**config.mk**
```make
export PLATFORM = sky130hd
export DESIGN_NAME = com_subsys
export DESIGN_NICKNAME = d
export VERILOG_FILES = /design/src/hdl/cache_pkg.sv /design/src/hdl/com_pkg.sv /design/src/hdl/com_subsys.sv /design/src/hdl/param_cache.sv /design/src/hdl/cache_arbiter.sv /design/src/hdl/pkt_dispatch.sv /design/src/hdl/com_rx.sv /design/src/hdl/com_crc5.sv
export SDC_FILE = /design/constraint.sdc
export NUM_CORES = 1
export LEC_CHECK = 0
export ABC_AREA = 1
export BUFFER_PORTS_ARGS = -buffer_cell sky130_fd_sc_hd__buf_2
export CAP_MARGIN = 40
export CORE_MARGIN = 10
export CORE_UTILIZATION = 35
export DETAILED_ROUTE_END_ITERATION = 10
export SLEW_MARGIN = 10
export SYNTH_ARGS = -nofsm -noshare
export SYNTH_HDL_FRONTEND = slang
export SYNTH_SLANG_ARGS = --single-unit
```
**constraint.sdc**
```tcl
create_clock -name clk -period 8 [get_ports clk]
set_clock_uncertainty 0.2 [all_clocks]
set_input_delay 0.4 -clock clk [delete_from_list [all_inputs] [get_ports clk]]
set_output_delay 0.4 -clock clk [all_outputs]
set_load 0.05 [all_outputs]
```
**src/hdl/cache_pkg.sv**
```systemverilog
`default_nettype none

package cache_pkg;

    localparam int cache_depth = 16;
    localparam int cache_aw    = $clog2(cache_depth);

    // One cached parameter set per device
    typedef struct packed {
        logic [3:0] sample_rate;
        logic [3:0] filt_up;
        logic [3:0] filt_low;
    } cache_entry_t;

    typedef struct packed {
        logic [cache_aw-1:0] addr;
        cache_entry_t        entry;
    } cache_wr_t;

    // Counters wrap at 255
    typedef struct packed {
        logic [7:0] ack_cnt;
        logic [7:0] nak_cnt;
        logic [7:0] stl_cnt;
        logic [7:0] link_cnt;
        logic [7:0] err_cnt;
    } pkt_stats_t;

endpackage

`default_nettype wire

```
**src/hdl/com_pkg.sv**
```systemverilog
`default_nettype none

package com_pkg;

    ////////////////////////////////////////////////////////////
    // Packet id bytes
    ////////////////////////////////////////////////////////////

    localparam logic [7:0] pid_sync = 8'h01;
    localparam logic [7:0] pid_cmd  = 8'h1E;
    localparam logic [7:0] pid_ack  = 8'h2D;
    localparam logic [7:0] pid_nak  = 8'hA5;
    localparam logic [7:0] pid_stl  = 8'hE1;

    // Upper nibble of the first payload byte selects the command
    localparam logic [3:0] head_didx   = 4'h9;
    localparam logic [3:0] head_ddidx  = 4'h1;
    localparam logic [3:0] head_dparam = 4'h5;

    // CRC-5 register start value
    localparam logic [4:0] crc_init = 5'b11111;

    ////////////////////////////////////////////////////////////
    // Parser results
    ////////////////////////////////////////////////////////////

    typedef enum logic [3:0] {
        cls_none   = 4'h0,
        cls_ack    = 4'h1,
        cls_nak    = 4'h2,
        cls_stl    = 4'h3,
        cls_didx   = 4'h5,
        cls_dparam = 4'h6,
        cls_ddidx  = 4'h7,
        cls_link   = 4'h9,
        cls_error  = 4'hF
    } pkt_class_t;

    typedef struct packed {
        logic [3:0] device_idx;
        logic [3:0] data_idx;
        logic [3:0] sample_rate;
        logic [3:0] filt_up;
        logic [3:0] filt_low;
    } cmd_fields_t;

endpackage

`default_nettype wire
```
**src/hdl/com_subsys.sv**
```systemverilog
`default_nettype none

module com_subsys
    import com_pkg::*;
    import cache_pkg::*;
(
    input  logic                clk,
    input  logic                rst,
    input  logic [7:0]          com_rxd,
    input  logic                rd_req,
    input  logic [cache_aw-1:0] rd_addr,
    output cache_entry_t        rd_data,
    output logic                rd_valid,
    output logic [3:0]          cur_device,
    output logic [3:0]          cur_data_idx,
    output pkt_stats_t          stats
);

    logic                done;
    logic                ack;
    pkt_class_t          cls;
    cmd_fields_t         fields;
    logic                wr_req;
    logic                wr_gnt;
    cache_wr_t           wr_data;
    logic                mem_we;
    logic                mem_re;
    logic [cache_aw-1:0] mem_addr;
    cache_entry_t        mem_wdata;

    ////////////////////////////////////////////////////////////
    // Receive side
    ////////////////////////////////////////////////////////////

    com_rx com_rx_i (
        .clk     (clk),
        .rst     (rst),
        .com_rxd (com_rxd),
        .done    (done),
        .ack     (ack),
        .cls     (cls),
        .fields  (fields)
    );

    pkt_dispatch pkt_dispatch_i (
        .clk          (clk),
        .rst          (rst),
        .done         (done),
        .cls          (cls),
        .fields       (fields),
        .ack          (ack),
        .wr_req       (wr_req),
        .wr_data      (wr_data),
        .wr_gnt       (wr_gnt),
        .cur_device   (cur_device),
        .cur_data_idx (cur_data_idx),
        .stats        (stats)
    );

    ////////////////////////////////////////////////////////////
    // Parameter cache
    ////////////////////////////////////////////////////////////

    // The host learns of completion through rd_valid, so rd_gnt stays inside
    cache_arbiter cache_arbiter_i (
        .clk       (clk),
        .rst       (rst),
        .wr_req    (wr_req),
        .wr_data   (wr_data),
        .wr_gnt    (wr_gnt),
        .rd_req    (rd_req),
        .rd_addr   (rd_addr),
        .rd_gnt    (),
        .mem_we    (mem_we),
        .mem_addr  (mem_addr),
        .mem_wdata (mem_wdata),
        .mem_re    (mem_re)
    );

    param_cache param_cache_i (
        .clk       (clk),
        .rst       (rst),
        .mem_we    (mem_we),
        .mem_addr  (mem_addr),
        .mem_wdata (mem_wdata),
        .mem_re    (mem_re),
        .rd_data   (rd_data),
        .rd_valid  (rd_valid)
    );

endmodule

`default_nettype wire

```
**src/hdl/param_cache.sv**
```systemverilog
`default_nettype none

module param_cache
    import cache_pkg::*;
(
    input  logic                clk,
    input  logic                rst,
    input  logic                mem_we,
    input  logic [cache_aw-1:0] mem_addr,
    input  cache_entry_t        mem_wdata,
    input  logic                mem_re,
    output cache_entry_t        rd_data,
    output logic                rd_valid
);

    cache_entry_t mem [cache_depth];

    // Entries start out zero so an unwritten device reads back empty
    always_ff @(posedge clk or posedge rst) begin
        if (rst) begin
            for (int i = 0; i < cache_depth; i++) begin
                mem[i] <= '0;
            end
            rd_valid <= 1'b0;
        end else begin
            if (mem_we) mem[mem_addr] <= mem_wdata;
            rd_valid <= mem_re;
        end
    end

    always_ff @(posedge clk) begin
        if (mem_re) rd_data <= mem[mem_addr];
    end

endmodule

`default_nettype wire

```
**src/hdl/cache_arbiter.sv**
```systemverilog
`default_nettype none

module cache_arbiter
    import cache_pkg::*;
(
    input  logic                clk,
    input  logic                rst,
    input  logic                wr_req,
    input  cache_wr_t           wr_data,
    output logic                wr_gnt,
    input  logic                rd_req,
    input  logic [cache_aw-1:0] rd_addr,
    output logic                rd_gnt,
    output logic                mem_we,
    output logic [cache_aw-1:0] mem_addr,
    output cache_entry_t        mem_wdata,
    output logic                mem_re
);

    // Writes always win, a read only goes through in a cycle without one
    assign wr_gnt = wr_req;
    assign mem_we = wr_gnt;
    assign mem_re = rd_req && !wr_req && !rd_gnt;

    assign mem_addr  = wr_gnt ? wr_data.addr : rd_addr;
    assign mem_wdata = wr_data.entry;

    // Held high from the cycle after the access until the host lets go of
    // rd_req, so one request maps to exactly one cache read
    always_ff @(posedge clk or posedge rst) begin
        if (rst) begin
            rd_gnt <= 1'b0;
        end else if (mem_re) begin
            rd_gnt <= 1'b1;
        end else if (!rd_req) begin
            rd_gnt <= 1'b0;
        end
    end

endmodule

`default_nettype wire

```
**src/hdl/pkt_dispatch.sv**
```systemverilog
`default_nettype none

module pkt_dispatch
    import com_pkg::*;
    import cache_pkg::*;
(
    input  logic        clk,
    input  logic        rst,
    input  logic        done,
    input  pkt_class_t  cls,
    input  cmd_fields_t fields,
    output logic        ack,
    output logic        wr_req,
    output cache_wr_t   wr_data,
    input  logic        wr_gnt,
    output logic [3:0]  cur_device,
    output logic [3:0]  cur_data_idx,
    output pkt_stats_t  stats
);

    logic ack_q;
    logic start;

    // A waiting packet is taken once, then ignored until the parser drops done
    assign start = done && !ack && !wr_req;

    // Parameter packets are acknowledged by the cache grant itself
    assign ack = ack_q || (wr_req && wr_gnt);

    always_ff @(posedge clk or posedge rst) begin
        if (rst) begin
            ack_q <= 1'b0;
            wr_req <= 1'b0;
            cur_device <= 4'd0;
            cur_data_idx <= 4'd0;
            stats <= '0;
        end else begin
            ack_q <= start && (cls != cls_dparam);

            if (wr_gnt) wr_req <= 1'b0;
            else if (start && cls == cls_dparam) wr_req <= 1'b1;

            if (start) begin
                case (cls)
                    cls_didx:  cur_device <= fields.device_idx;
                    cls_ddidx: cur_data_idx <= fields.data_idx;
                    cls_ack:   stats.ack_cnt <= stats.ack_cnt + 8'd1;
                    cls_nak:   stats.nak_cnt <= stats.nak_cnt + 8'd1;
                    cls_stl:   stats.stl_cnt <= stats.stl_cnt + 8'd1;
                    cls_link:  stats.link_cnt <= stats.link_cnt + 8'd1;
                    cls_error: stats.err_cnt <= stats.err_cnt + 8'd1;
                    default: ;
                endcase
            end
        end
    end

    // Write target is the device selected when the packet arrives
    always_ff @(posedge clk) begin
        if (start && cls == cls_dparam) begin
            wr_data.addr <= cur_device;
            wr_data.entry <= cache_entry_t'{
                sample_rate: fields.sample_rate,
                filt_up:     fields.filt_up,
                filt_low:    fields.filt_low
            };
        end
    end

endmodule

`default_nettype wire

```
**src/hdl/com_rx.sv**
```systemverilog
`default_nettype none

module com_rx
    import com_pkg::*;
(
    input  logic        clk,
    input  logic        rst,
    input  logic [7:0]  com_rxd,
    output logic        done,
    input  logic        ack,
    output pkt_class_t  cls,
    output cmd_fields_t fields
);

    typedef enum logic [2:0] {
        st_wait,
        st_id,
        st_length,
        st_payload,
        st_check,
        st_error,
        st_done
    } state_t;

    state_t     state;
    state_t     next_state;
    logic [3:0] cnt;
    logic [3:0] pay_len;
    logic       crc_en;
    logic       crc_clr;
    logic [4:0] crc;

    assign done = (state == st_done);

    // The second length byte and every payload byte go into the CRC
    assign crc_clr = (state == st_wait);
    assign crc_en  = (state == st_payload) || (state == st_length && cnt == 4'd1);

    com_crc5 crc_i (
        .clk    (clk),
        .rst    (rst),
        .enable (crc_en),
        .clear  (crc_clr),
        .din    (com_rxd),
        .crc    (crc)
    );

    ////////////////////////////////////////////////////////////
    // State machine
    ////////////////////////////////////////////////////////////

    always_comb begin
        next_state = state;
        case (state)
            st_wait: begin
                if (com_rxd == pid_sync) next_state = st_id;
            end
            st_id: begin
                if (com_rxd == pid_cmd) begin
                    next_state = st_length;
                end else if (com_rxd == pid_ack || com_rxd == pid_nak || com_rxd == pid_stl) begin
                    next_state = st_done;
                end else begin
                    next_state = st_error;
                end
            end
            st_length: begin
                // An empty payload goes straight to the check byte
                if (cnt == 4'd1 && com_rxd[3:0] == 4'd0) next_state = st_check;
                else if (cnt == 4'd1) next_state = st_payload;
            end
            st_payload: begin
                if (cnt == pay_len - 4'd1) next_state = st_check;
            end
            st_check: begin
                if (com_rxd[7:5] != 3'b000 || com_rxd[4:0] != crc) next_state = st_error;
                else next_state = st_done;
            end
            st_error: next_state = st_done;
            st_done: begin
                if (ack) next_state = st_wait;
            end
            default: next_state = st_wait;
        endcase
    end

    always_ff @(posedge clk or posedge rst) begin
        if (rst) begin
            state <= st_wait;
            cnt <= 4'd0;
            pay_len <= 4'd0;
        end else begin
            state <= next_state;
            if (state == st_length && cnt == 4'd0) cnt <= 4'd1;
            else if (state == st_payload) cnt <= cnt + 4'd1;
            else cnt <= 4'd0;
            if (state == st_length && cnt == 4'd1) pay_len <= com_rxd[3:0];
        end
    end

    ////////////////////////////////////////////////////////////
    // Class and field extraction
    ////////////////////////////////////////////////////////////

    always_ff @(posedge clk or posedge rst) begin
        if (rst) begin
            cls <= cls_none;
            fields <= '0;
        end else begin
            case (state)
                st_wait: begin
                    cls <= cls_none;
                    fields <= '0;
                end
                st_id: begin
                    if (com_rxd == pid_ack) cls <= cls_ack;
                    else if (com_rxd == pid_nak) cls <= cls_nak;
                    else if (com_rxd == pid_stl) cls <= cls_stl;
                end
                st_payload: begin
                    if (cnt == 4'd0) begin
                        case (com_rxd[7:4])
                            head_didx: begin
                                cls <= cls_didx;
                                fields.device_idx <= com_rxd[3:0];
                            end
                            head_ddidx: begin
                                cls <= cls_ddidx;
                                fields.data_idx <= com_rxd[3:0];
                            end
                            head_dparam: begin
                                cls <= cls_dparam;
                                fields.sample_rate <= com_rxd[3:0];
                            end
                            default: cls <= cls_link;
                        endcase
                    end else if (cnt == 4'd1 && cls == cls_dparam) begin
                        fields.filt_up <= com_rxd[7:4];
                        fields.filt_low <= com_rxd[3:0];
                    end
                end
                st_error: cls <= cls_error;
                default: ;
            endcase
        end
    end

endmodule

`default_nettype wire

```
**src/hdl/com_crc5.sv**
```systemverilog
`default_nettype none

module com_crc5
    import com_pkg::*;
(
    input  logic       clk,
    input  logic       rst,
    input  logic       enable,
    input  logic       clear,
    input  logic [7:0] din,
    output logic [4:0] crc
);

    logic [4:0] crc_next;
    logic       fb;

    // Serial LFSR for x^5+x^2+1 unrolled over one byte, bit 0 first
    always_comb begin
        crc_next = crc;
        fb = 1'b0;
        for (int i = 0; i < 8; i++) begin
            fb = crc_next[4] ^ din[i];
            crc_next = {crc_next[3:0], 1'b0} ^ (fb ? 5'b00101 : 5'b00000);
        end
    end

    always_ff @(posedge clk or posedge rst) begin
        if (rst) begin
            crc <= crc_init;
        end else if (clear) begin
            crc <= crc_init;
        end else if (enable) begin
            crc <= crc_next;
        end
    end

endmodule

`default_nettype wire

```
==> impl_metrics.yaml, run 1 <==
floorplan:
  die_h_um: 226
  start_util: 0.355
  die_w_um: 226
  core_region_area_um2: 41900
  fp-row-count: 75
  io_pins: 76
  dieArea_um2: 51100
yosys:
  ys_seq_area_frac: 0.535
  synth-simple-area-share: 0.269
  synth_xor_area_frac: 0.0236
  yosys.cell_types.count: 44
  syn_area_um2: 14900
  synth_mux_area_frac: 0.0106
  syn_avg_cell_area_um2: 8.31
  synth.ff_latch_count: 312
  synth-adder-area-share: 0.00757
  synthCells: 1791
  synth_nets: 1815
  yosys_warnings: 0
  synth_top_family_by_area: "simple AND/OR/NAND/NOR gates"
  synth_compound_area_frac: 0.0928
pwr:
  power_mw: 3.64
  power_density_nw_per_um2: 216
  leakage_nw: 8.31
  vdd_drop_max_uv: 171
cells_and_area:
  stdcell_area_um2: 16900
  num_antenna_cells: 0
  fin_cells: 2403
  syn_to_final_growth_pct: 13.5
  final_core_util: 0.402
  final_cell_mix: "nand2_1 (789), dfrtp_1 (279), o21ai_0 (153)"
  final_common_cell: "nand2_1"
  drive_gt1_frac: 0.123
  fin_nets: 1862
outcome:
  status: "complete, no violations"
global_route:
  grt_pass1_vias: 11000
  busiest_layer: "met2"
  use_met2: 0.218
  grt_max_degree: 197
  met3_usage: 0.0387
  grt_pass1_wl_mm: 61.1
  grt_use_total: 0.147
  grt_use_met1: 0.211
  grt_overflow: 0
  antenna_found_initial: 0
job:
  max_cap_violations: 0
critical_path:
  worst_setup_path_end_kind: "flop"
  reg2regPathDepth: 11
  regToRegStartpoint: "pkt_dispatch_i.wr_req$_DFF_PP0_"
  cp_max_fo: 51
  cp-start-kind: "flop"
  reg2reg_setup_slack_ns: 4.61
  r2r-end: "param_cache_i.rd_data[0]$_DFFE_PP_"
  critical_path_arrival_ns: 3.57
  worstSetupPathType: "flop to flop"
  cp.required_ns: 8.18
cts:
  path_clk_slew_ns: 0.06
  cts_tree: "built"
  htreeDepth: 2
  clkLatencyLatePin_ns: 0.54
  postCtsSetupBuffers: 0
  clockRootBuffer: "clkbuf_16"
  cts.sinks: 312
  cts_buffer_depth: 3
  numCtsBuffers: 35
place:
  dp.cells: 2335
  io_buffer_count: 75
  pre_cts_ws_ns: 4.64
  gp_congestion: 0.855
  hpwl_mm: 25.0
  placed_cell_area_um2: 15600
min_path:
  holdPathStages: 3
  hold_path_startpoint: "com_rxd[5]"
  whs_endpoint: "com_rx_i.fields[5]$_DFFE_PP0P_"
  hold_class: "input port to flop"
route:
  wl_mm: 37.3
  drt-initial-drc-count: 986
  antenna_left: 0
  viasPerCell: 4.84
  drc: 0
  first_pass_iters: 5
  wl_per_cell_um: 15.5
  vias: 11600
timing:
  max_freq_mhz: 295
  tightest_slew_ns: 1.08
  setup_tns_ns: 0
  final-setup-viol-count: 0
  rsz0062_at_grt: "no"
  finalWorstSetupSlack_ns: 4.61
  hold_violations: 0
  slew_violations: 0
  relSlewSlack: 0.281
  period_share: 0.424
  finalCriticalPeriod_ns: 3.39
  hold_ws_ns: 0.0699
-- power by group --
| group | switching [mW] | total (mW) | internal, mW | leakage, nW |
|---|---|---|---|---|
| Sequential | 0.0223 | 1.64 | 1.62 | 4.22 |
| Combinational | 0.250 | 0.325 | 0.0757 | 3.50 |
| Clock | 0.666 | 1.67 | 1.01 | 0.594 |
-- sequential cells by signal (all words and copies together) (netlist names), 3 cells and up --
register / cells
param_cache_i.mem: 192
pkt_dispatch_i.stats: 40
com_rx_i.fields: 20
pkt_dispatch_i.wr_data: 16
param_cache_i.rd_data: 12
com_rx_i.crc_i.crc: 5
com_rx_i.cls: 4
com_rx_i.cnt: 4
com_rx_i.pay_len: 4
pkt_dispatch_i.cur_data_idx: 4
pkt_dispatch_i.cur_device: 4
com_rx_i.state: 3
-- synth_stat cells (all sizes together) --
cell type  instances  area [um2]
dfstp              5         131
o21bai             1        7.51
nand3             84         420
xnor2             24         210
o21ai            226        1280
nor3              11        76.3
and2               1        6.26
nor2              54         275
nor4               3        33.8
a21oi              6        30.0
dfrtp            279        6980
xor2              16         140
a31oi              1        6.26
buf               44         304
mux2              14         158
nand4             17         121
o31ai              5        37.5
or2                1        8.76
edfxtp            28         841
o22ai              1        6.26
ha                 9         113
clkbuf            34         133
nand2            800        3060
a22oi              1        7.51
inv              126         485
-- critical path: stages, from the launching register on --
cell,delay [ns]
dfrtp_1,0.65
nand2_1,0.17
nand2_4,0.51
inv_4,0.37
nor2_4,0.61
buf_16,0.25
nand2_1,0.06
nand3_1,0.08
nand2_1,0.06
nand2_1,0.08
inv_1,0.06
nand2_1,0.11
-- per-layer routing --
metal / share of wire / vias to the layer above
met5: 0 / -
met4: 0.015 / 0
met3: 0.075 / 43
met2: 0.43 / 276
met1: 0.48 / 5543
li1: - / 5776
-- worst max-delay path by stage --
stage	from	end	slack, ns	cells after the start
finish	pkt_dispatch_i.wr_req$_DFF_PP0_	param_cache_i.rd_data[0]$_DFFE_PP_	4.61	11
global route	pkt_dispatch_i.wr_req$_DFF_PP0_	param_cache_i.rd_data[0]$_DFFE_PP_	4.38	11
detailed placement	pkt_dispatch_i.wr_req$_DFF_PP0_	param_cache_i.rd_data[0]$_DFFE_PP_	4.64	11
CTS	pkt_dispatch_i.wr_req$_DFF_PP0_	param_cache_i.rd_data[11]$_DFFE_PP_	4.63	11
global placement	pkt_dispatch_i.wr_req$_DFF_PP0_	param_cache_i.mem[148]$_DFFE_PP0P_	4.28	7
floorplan	rst	cache_arbiter_i.rd_gnt$_DFFE_PP0P_	3.64	1
-- what timing repair did --
item	4_1_cts	5_1_grt
endpoints found under the hold margin	22	0
hold buffers	5	0
resized for setup	0	0
-- final cells by class --
| type | instances | area [um2] |
|---|---|---|
| inverters | 126 | 489 |
| clock inverters | 17 | 208 |
| well taps | 539 | 674 |
| flip-flops and latches | 312 | 7950 |
| fillers | 4212 | 25100 |
| multi-input cells | 1275 | 6000 |
| repair buffers | 88 | 558 |
| clock buffers | 46 | 987 |
-- logic make-up (layout without fill, tap and decap cells) --
logic type / count (synthesis) / count (layout)
flops: 312 / 312
fa+ha+maj: 9 / 9
simple gates: 971 / 971
mux: 14 / 14
xor+xnor: 40 / 40
buf+inv: 204 / 277
compound gates: 241 / 241
Note: power is estimated with default switching activity, not from simulation.
==> run 2: changes to the inputs <==
clock period = 2.74 ns   (was 8 ns; I/O delays follow)
==> impl_metrics.yaml, run 2 (same netlist as run 1, synthesis figures left out) <==
pwr:
  p_int_mw: 7.89
  swShare: 0.257
  power_mw: 10.6
  power_density_nw_per_um2: 622
  clockPowerShare: 0.456
  p_seq_frac: 0.451
  pwr-share-comb: 0.093
  switchingPower_mw: 2.73
  leakage_nw: 8.42
  vdd_drop_max_uv: 483
timing:
  final-setup-viol-count: 0
  tightest_slew_ns: 0.882
  finalCriticalPeriod_ns: 2.43
  hold_ws_ns: 0.176
  period_share: 0.888
  finalWorstSetupSlack_ns: 0.308
  hold_violations: 0
  max_freq_mhz: 411
  rsz0062_at_grt: "no"
  slew_violations: 0
  relSlewSlack: 0.411
route:
  drt-initial-drc-count: 1083
  wl_mm: 39.4
  vias: 11900
  wl_per_cell_um: 16.3
  first_pass_iters: 5
  antenna_left: 0
  viasPerCell: 4.90
  drc: 0
global_route:
  grt_use_total: 0.156
  antenna_found_initial: 0
  grt_max_degree: 91
  grt_pass1_wl_mm: 64.3
  grt_overflow: 0
  grt_pass1_vias: 11700
place:
  gp_congestion: 0.841
  pre_cts_ws_ns: 0.341
  hpwl_mm: 26.5
  dp.cells: 2353
  io_buffer_count: 75
cts:
  clkLatencyLatePin_ns: 0.53
  clockRootBuffer: "clkbuf_16"
  numCtsBuffers: 35
  htreeDepth: 2
  cts.sinks: 312
  cts_buffer_depth: 3
  cts_tree: "built"
  path_clk_slew_ns: 0.06
floorplan:
  die_w_um: 226
  fp-row-count: 75
  core_region_area_um2: 41900
  die_h_um: 226
  start_util: 0.355
  io_pins: 76
  dieArea_um2: 51100
critical_path:
  worstSetupPathType: "flop to flop"
  cp_max_fo: 24
  regToRegStartpoint: "pkt_dispatch_i.wr_req$_DFF_PP0_"
  r2r-end: "param_cache_i.mem[111]$_DFFE_PP0P_"
  reg2regPathDepth: 9
  reg2reg_setup_slack_ns: 0.31
  cp.required_ns: 2.95
  worst_setup_path_end_kind: "flop"
  critical_path_arrival_ns: 2.64
  cp-start-kind: "flop"
outcome:
  status: "complete, no violations"
cells_and_area:
  num_antenna_cells: 0
  final_common_cell: "nand2_1"
  syn_to_final_growth_pct: 14.7
  drive_gt1_frac: 0.129
  reg_top3: "param_cache_i.mem (192), pkt_dispatch_i.stats (40), com_rx_i.fields (20)"
  regMostFlops: "param_cache_i.mem"
  fin_cells: 2426
  largest_reg_flops: 192
  fin_nets: 1886
  final_cell_mix: "nand2_1 (789), dfrtp_1 (279), o21ai_0 (153)"
min_path:
  hold_path_startpoint: "rd_req"
  whs_endpoint: "cache_arbiter_i.rd_gnt$_DFFE_PP0P_"
  hold_class: "input port to flop"
  holdPathStages: 4
job:
  max_cap_violations: 0
-- run 2: area by class of cell --
class                   count  area (um2)
clock buffers              51        1050
clock inverters            11         134
fillers                  4199       24900
inverters                 126         489
multi-input cells        1275        6010
flip-flops and latches    312        7950
well taps                 539         674
repair buffers            112         751
-- run 2: worst max path at each step --
stage	start	end	slack [ns]	depth (start not counted)
after floorplan	rst	cache_arbiter_i.rd_gnt$_DFFE_PP0P_	-1.36	1
after global placement	pkt_dispatch_i.wr_req$_DFF_PP0_	pkt_dispatch_i.stats[11]$_DFFE_PP0P_	0.37	8
after detailed placement	pkt_dispatch_i.wr_req$_DFF_PP0_	pkt_dispatch_i.stats[10]$_DFFE_PP0P_	0.34	8
after CTS	pkt_dispatch_i.wr_req$_DFF_PP0_	param_cache_i.mem[111]$_DFFE_PP0P_	0.29	9
after global routing	pkt_dispatch_i.wr_req$_DFF_PP0_	param_cache_i.mem[111]$_DFFE_PP0P_	0.13	9
final	pkt_dispatch_i.wr_req$_DFF_PP0_	param_cache_i.mem[111]$_DFFE_PP0P_	0.31	9
-- run 2: power by group through the flow --
stage               Clock [mW]  Sequential, mW  Combinational, mW
finish                    4.85            4.79              0.983
global route              5.15            4.80               1.11
CTS                       4.96            4.79              0.989
detailed placement           0            4.87              0.970
global placement             0            4.87              0.961
floorplan                    0            4.88              0.702
-- run 2: stage by stage --
step / setup TNS (ns) / utilization / area (um2)
floorplan: -380.14 / - / 14900
global placement: 0 / 0.376 / 15800
detailed placement: 0 / 0.376 / 15800
CTS: 0 / 0.407 / 17100
global route: 0 / 0.407 / 17100
finish: 0 / 0.407 / 17100
-- run 2: critical path, stage by stage, from the launching register on --
cell and delay [ns]:
dfrtp_1 0.51, inv_4 0.04, buf_4 0.17, nor2_1 0.09, inv_1 0.08, o21ai_4 0.15
inv_4 0.10, nor2_8 0.27, nand2_2 0.33, o21ai_0 0.37
-- run 2: repair_timing --
| item | 4_1_cts | 5_1_grt |
|---|---|---|
| setup buffers | 0 | 0 |
| resized for setup | 0 | 0 |
| endpoints found under the hold margin | 300 | 0 |
| hold buffers | 11 | 0 |
-- run 2: metal layers --
| metal | GRT usage | part of all wire | routed length (um) | vias to the layer above |
|---|---|---|---|---|
| met2 | 0.238 | 0.44 | 17300 | 344 |
| li1 | - | - | - | 5839 |
| met5 | 0 | 0 | 0 | - |
| met3 | 0.0324 | 0.066 | 2610 | 60 |
| met4 | 0.0403 | 0.020 | 801 | 0 |
| met1 | 0.221 | 0.48 | 18700 | 5650 |
==> run 3: changes to the inputs <==
CORE_MARGIN = default   (was 10)
==> impl_metrics.yaml, run 3 (same netlist as run 1, synthesis figures left out) <==
cts:
  cts_tree: "built"
  postCtsSetupBuffers: 0
  cts.sinks: 312
  htreeDepth: 2
  clkLatencyLatePin_ns: 0.53
  cts_buffer_depth: 3
  clockRootBuffer: "clkbuf_16"
  path_clk_slew_ns: 0.06
  cts_resized: 0
  numCtsBuffers: 35
timing:
  max_freq_mhz: 410
  finalCriticalPeriod_ns: 2.44
  hold_violations: 0
  final-setup-viol-count: 0
  slew_violations: 0
  period_share: 0.890
  rsz0062_at_grt: "no"
  relSlewSlack: 0.423
  tightest_slew_ns: 0.864
route:
  wl_mm: 37.7
  antenna_left: 0
  wl_per_cell_um: 15.5
  viasPerCell: 4.84
  drc: 0
  vias: 11700
  first_pass_iters: 5
  drt-initial-drc-count: 892
min_path:
  holdPathStages: 8
  hold_class: "input port to flop"
  hold_path_startpoint: "rd_addr[3]"
  whs_endpoint: "param_cache_i.rd_data[2]$_DFFE_PP_"
cells_and_area:
  largest_reg_flops: 192
  syn_to_final_growth_pct: 14.4
  regMostFlops: "param_cache_i.mem"
  stdcell_area_um2: 17000
  final_cell_mix: "nand2_1 (789), dfrtp_1 (279), o21ai_0 (153)"
  drive_gt1_frac: 0.128
  nFillCells: 4182
  final_core_util: 0.406
  num_antenna_cells: 0
  final_common_cell: "nand2_1"
  fin_nets: 1885
  reg_top3: "param_cache_i.mem (192), pkt_dispatch_i.stats (40), com_rx_i.fields (20)"
place:
  hpwl_mm: 24.7
  io_buffer_count: 75
  gp_congestion: 0.834
  placed_cell_area_um2: 15800
global_route:
  grt_max_degree: 113
  grt_overflow: 0
  grt_pass1_wl_mm: 62.1
  grt_pass1_vias: 11500
  grt_use_total: 0.179
  antenna_found_initial: 1
floorplan:
  die_h_um: 208
  start_util: 0.355
  dieArea_um2: 43300
  io_pins: 76
  fp-row-count: 75
  core_region_area_um2: 41900
  die_w_um: 208
critical_path:
  critPathSlowestCell: "nor2_4"
  reg2regPathDepth: 10
  slowest_delay_ns: 0.60
  cp.required_ns: 2.93
  cp-start-kind: "flop"
  crit_top_cell: "nand2_1"
  cp_max_fo: 25
  cpLargestDelayFamily: "simple AND/OR/NAND/NOR gates"
  r2r-end: "param_cache_i.rd_data[9]$_DFFE_PP_"
  reg2reg_setup_slack_ns: 0.30
  crit_buf_inv: 2
  worstSetupPathType: "flop to flop"
  regToRegStartpoint: "pkt_dispatch_i.wr_req$_DFF_PP0_"
  path_cells: "nand2_1, o21ai_4, nor2_4, buf_16, nand2_1, nand3_1, nand2_1, nand2_1, inv_1, nand2_1"
  critical_path_arrival_ns: 2.63
  worst_setup_path_end_kind: "flop"
pwr:
  swShare: 0.263
  p_int_mw: 7.67
  vdd_drop_max_uv: 432
  power_density_nw_per_um2: 611
  pwr-share-comb: 0.094
  switchingPower_mw: 2.73
  clockPowerShare: 0.446
  p_seq_frac: 0.460
  leakage_nw: 8.39
outcome:
  status: "complete, no violations"
job:
  max_cap_violations: 0
[run 3: cell types whose count changed in the layout (fill, tap and decap cells not counted)]
cell	delta
clkinv_1	+3
buf_12	-2
buf_16	+2
bufinv_16	-2
inv_6	+2
buf_8	-1
clkbuf_1	-1
clkbuf_16	-1
clkinv_8	+1
[run 3: layer usage]
| layer | GRT usage | vias to the layer above | wire (um) |
|---|---|---|---|
| met2 | 0.275 | 254 | 16900 |
| met5 | 0 | - | 13 |
| li1 | - | 5828 | - |
| met4 | 0.0501 | 2 | 746 |
| met3 | 0.0403 | 58 | 2220 |
| met1 | 0.253 | 5602 | 17800 |
[run 3: through the flow]
stage	worst slack (ns)	hold slack, ns	instances	power, mW	setup TNS, ns
after floorplan	-1.36	0.0538	1791	5.58	-380.14
final	0.302	0.173	2427	10.4	0
after CTS	0.296	0.152	2427	10.5	0
after detailed placement	0.310	-0.118	2352	5.84	0
after global routing	0.0788	0.182	2427	10.8	0
after global placement	-0.0941	-0.117	2350	5.82	-1.06
[run 3: worst max-delay path by stage]
| stage | startpoint | end | cells past startpoint |
|---|---|---|---|
| 6_report | pkt_dispatch_i.wr_req$_DFF_PP0_ | param_cache_i.rd_data[9]$_DFFE_PP_ | 10 |
| 5_1_grt | pkt_dispatch_i.wr_req$_DFF_PP0_ | param_cache_i.mem[149]$_DFFE_PP0P_ | 7 |
| 4_1_cts | pkt_dispatch_i.wr_req$_DFF_PP0_ | param_cache_i.rd_data[3]$_DFFE_PP_ | 10 |
| 3_5_place_dp | pkt_dispatch_i.wr_req$_DFF_PP0_ | param_cache_i.rd_data[3]$_DFFE_PP_ | 10 |
| 3_3_place_gp | pkt_dispatch_i.wr_req$_DFF_PP0_ | param_cache_i.mem[145]$_DFFE_PP0P_ | 6 |
| 2_1_floorplan | rst | cache_arbiter_i.rd_gnt$_DFFE_PP0P_ | 1 |
[run 3: power groups by stage]
stage	logic (mW)	clock network (mW)	registers [mW]
6_report	0.979	4.63	4.79
5_1_grt	1.12	4.94	4.79
4_1_cts	0.985	4.76	4.78
3_5_place_dp	0.969	0	4.87
3_3_place_gp	0.952	0	4.87
2_1_floorplan	0.702	0	4.88
[run 3: worst reg2reg max path, delay by kind of cell (launching register included)]
kind | cells | cell delay [ns]
AND/OR/NAND/NOR | 7 | 1.19
AO/OA/AOI/OAI | 1 | 0.13
flip-flops | 1 | 0.48
buffers and inverters | 2 | 0.29
[run 3: final cells by class]
type	instances	area, um2	share of cell area
clock buffers	49	1020	0.0599
clock inverters	15	119	0.00698
inverters	126	489	0.0287
multi-input cells	1275	6010	0.353
flip-flops and latches	312	7950	0.467
well taps	539	674	0.0396
repair buffers	111	751	0.0441
[run 3: timing repair]
item / CTS / global route
hold buffers: 11 / 0
endpoints found under the hold margin: 315 / 0
endpoints found under the setup margin: 0 / 0
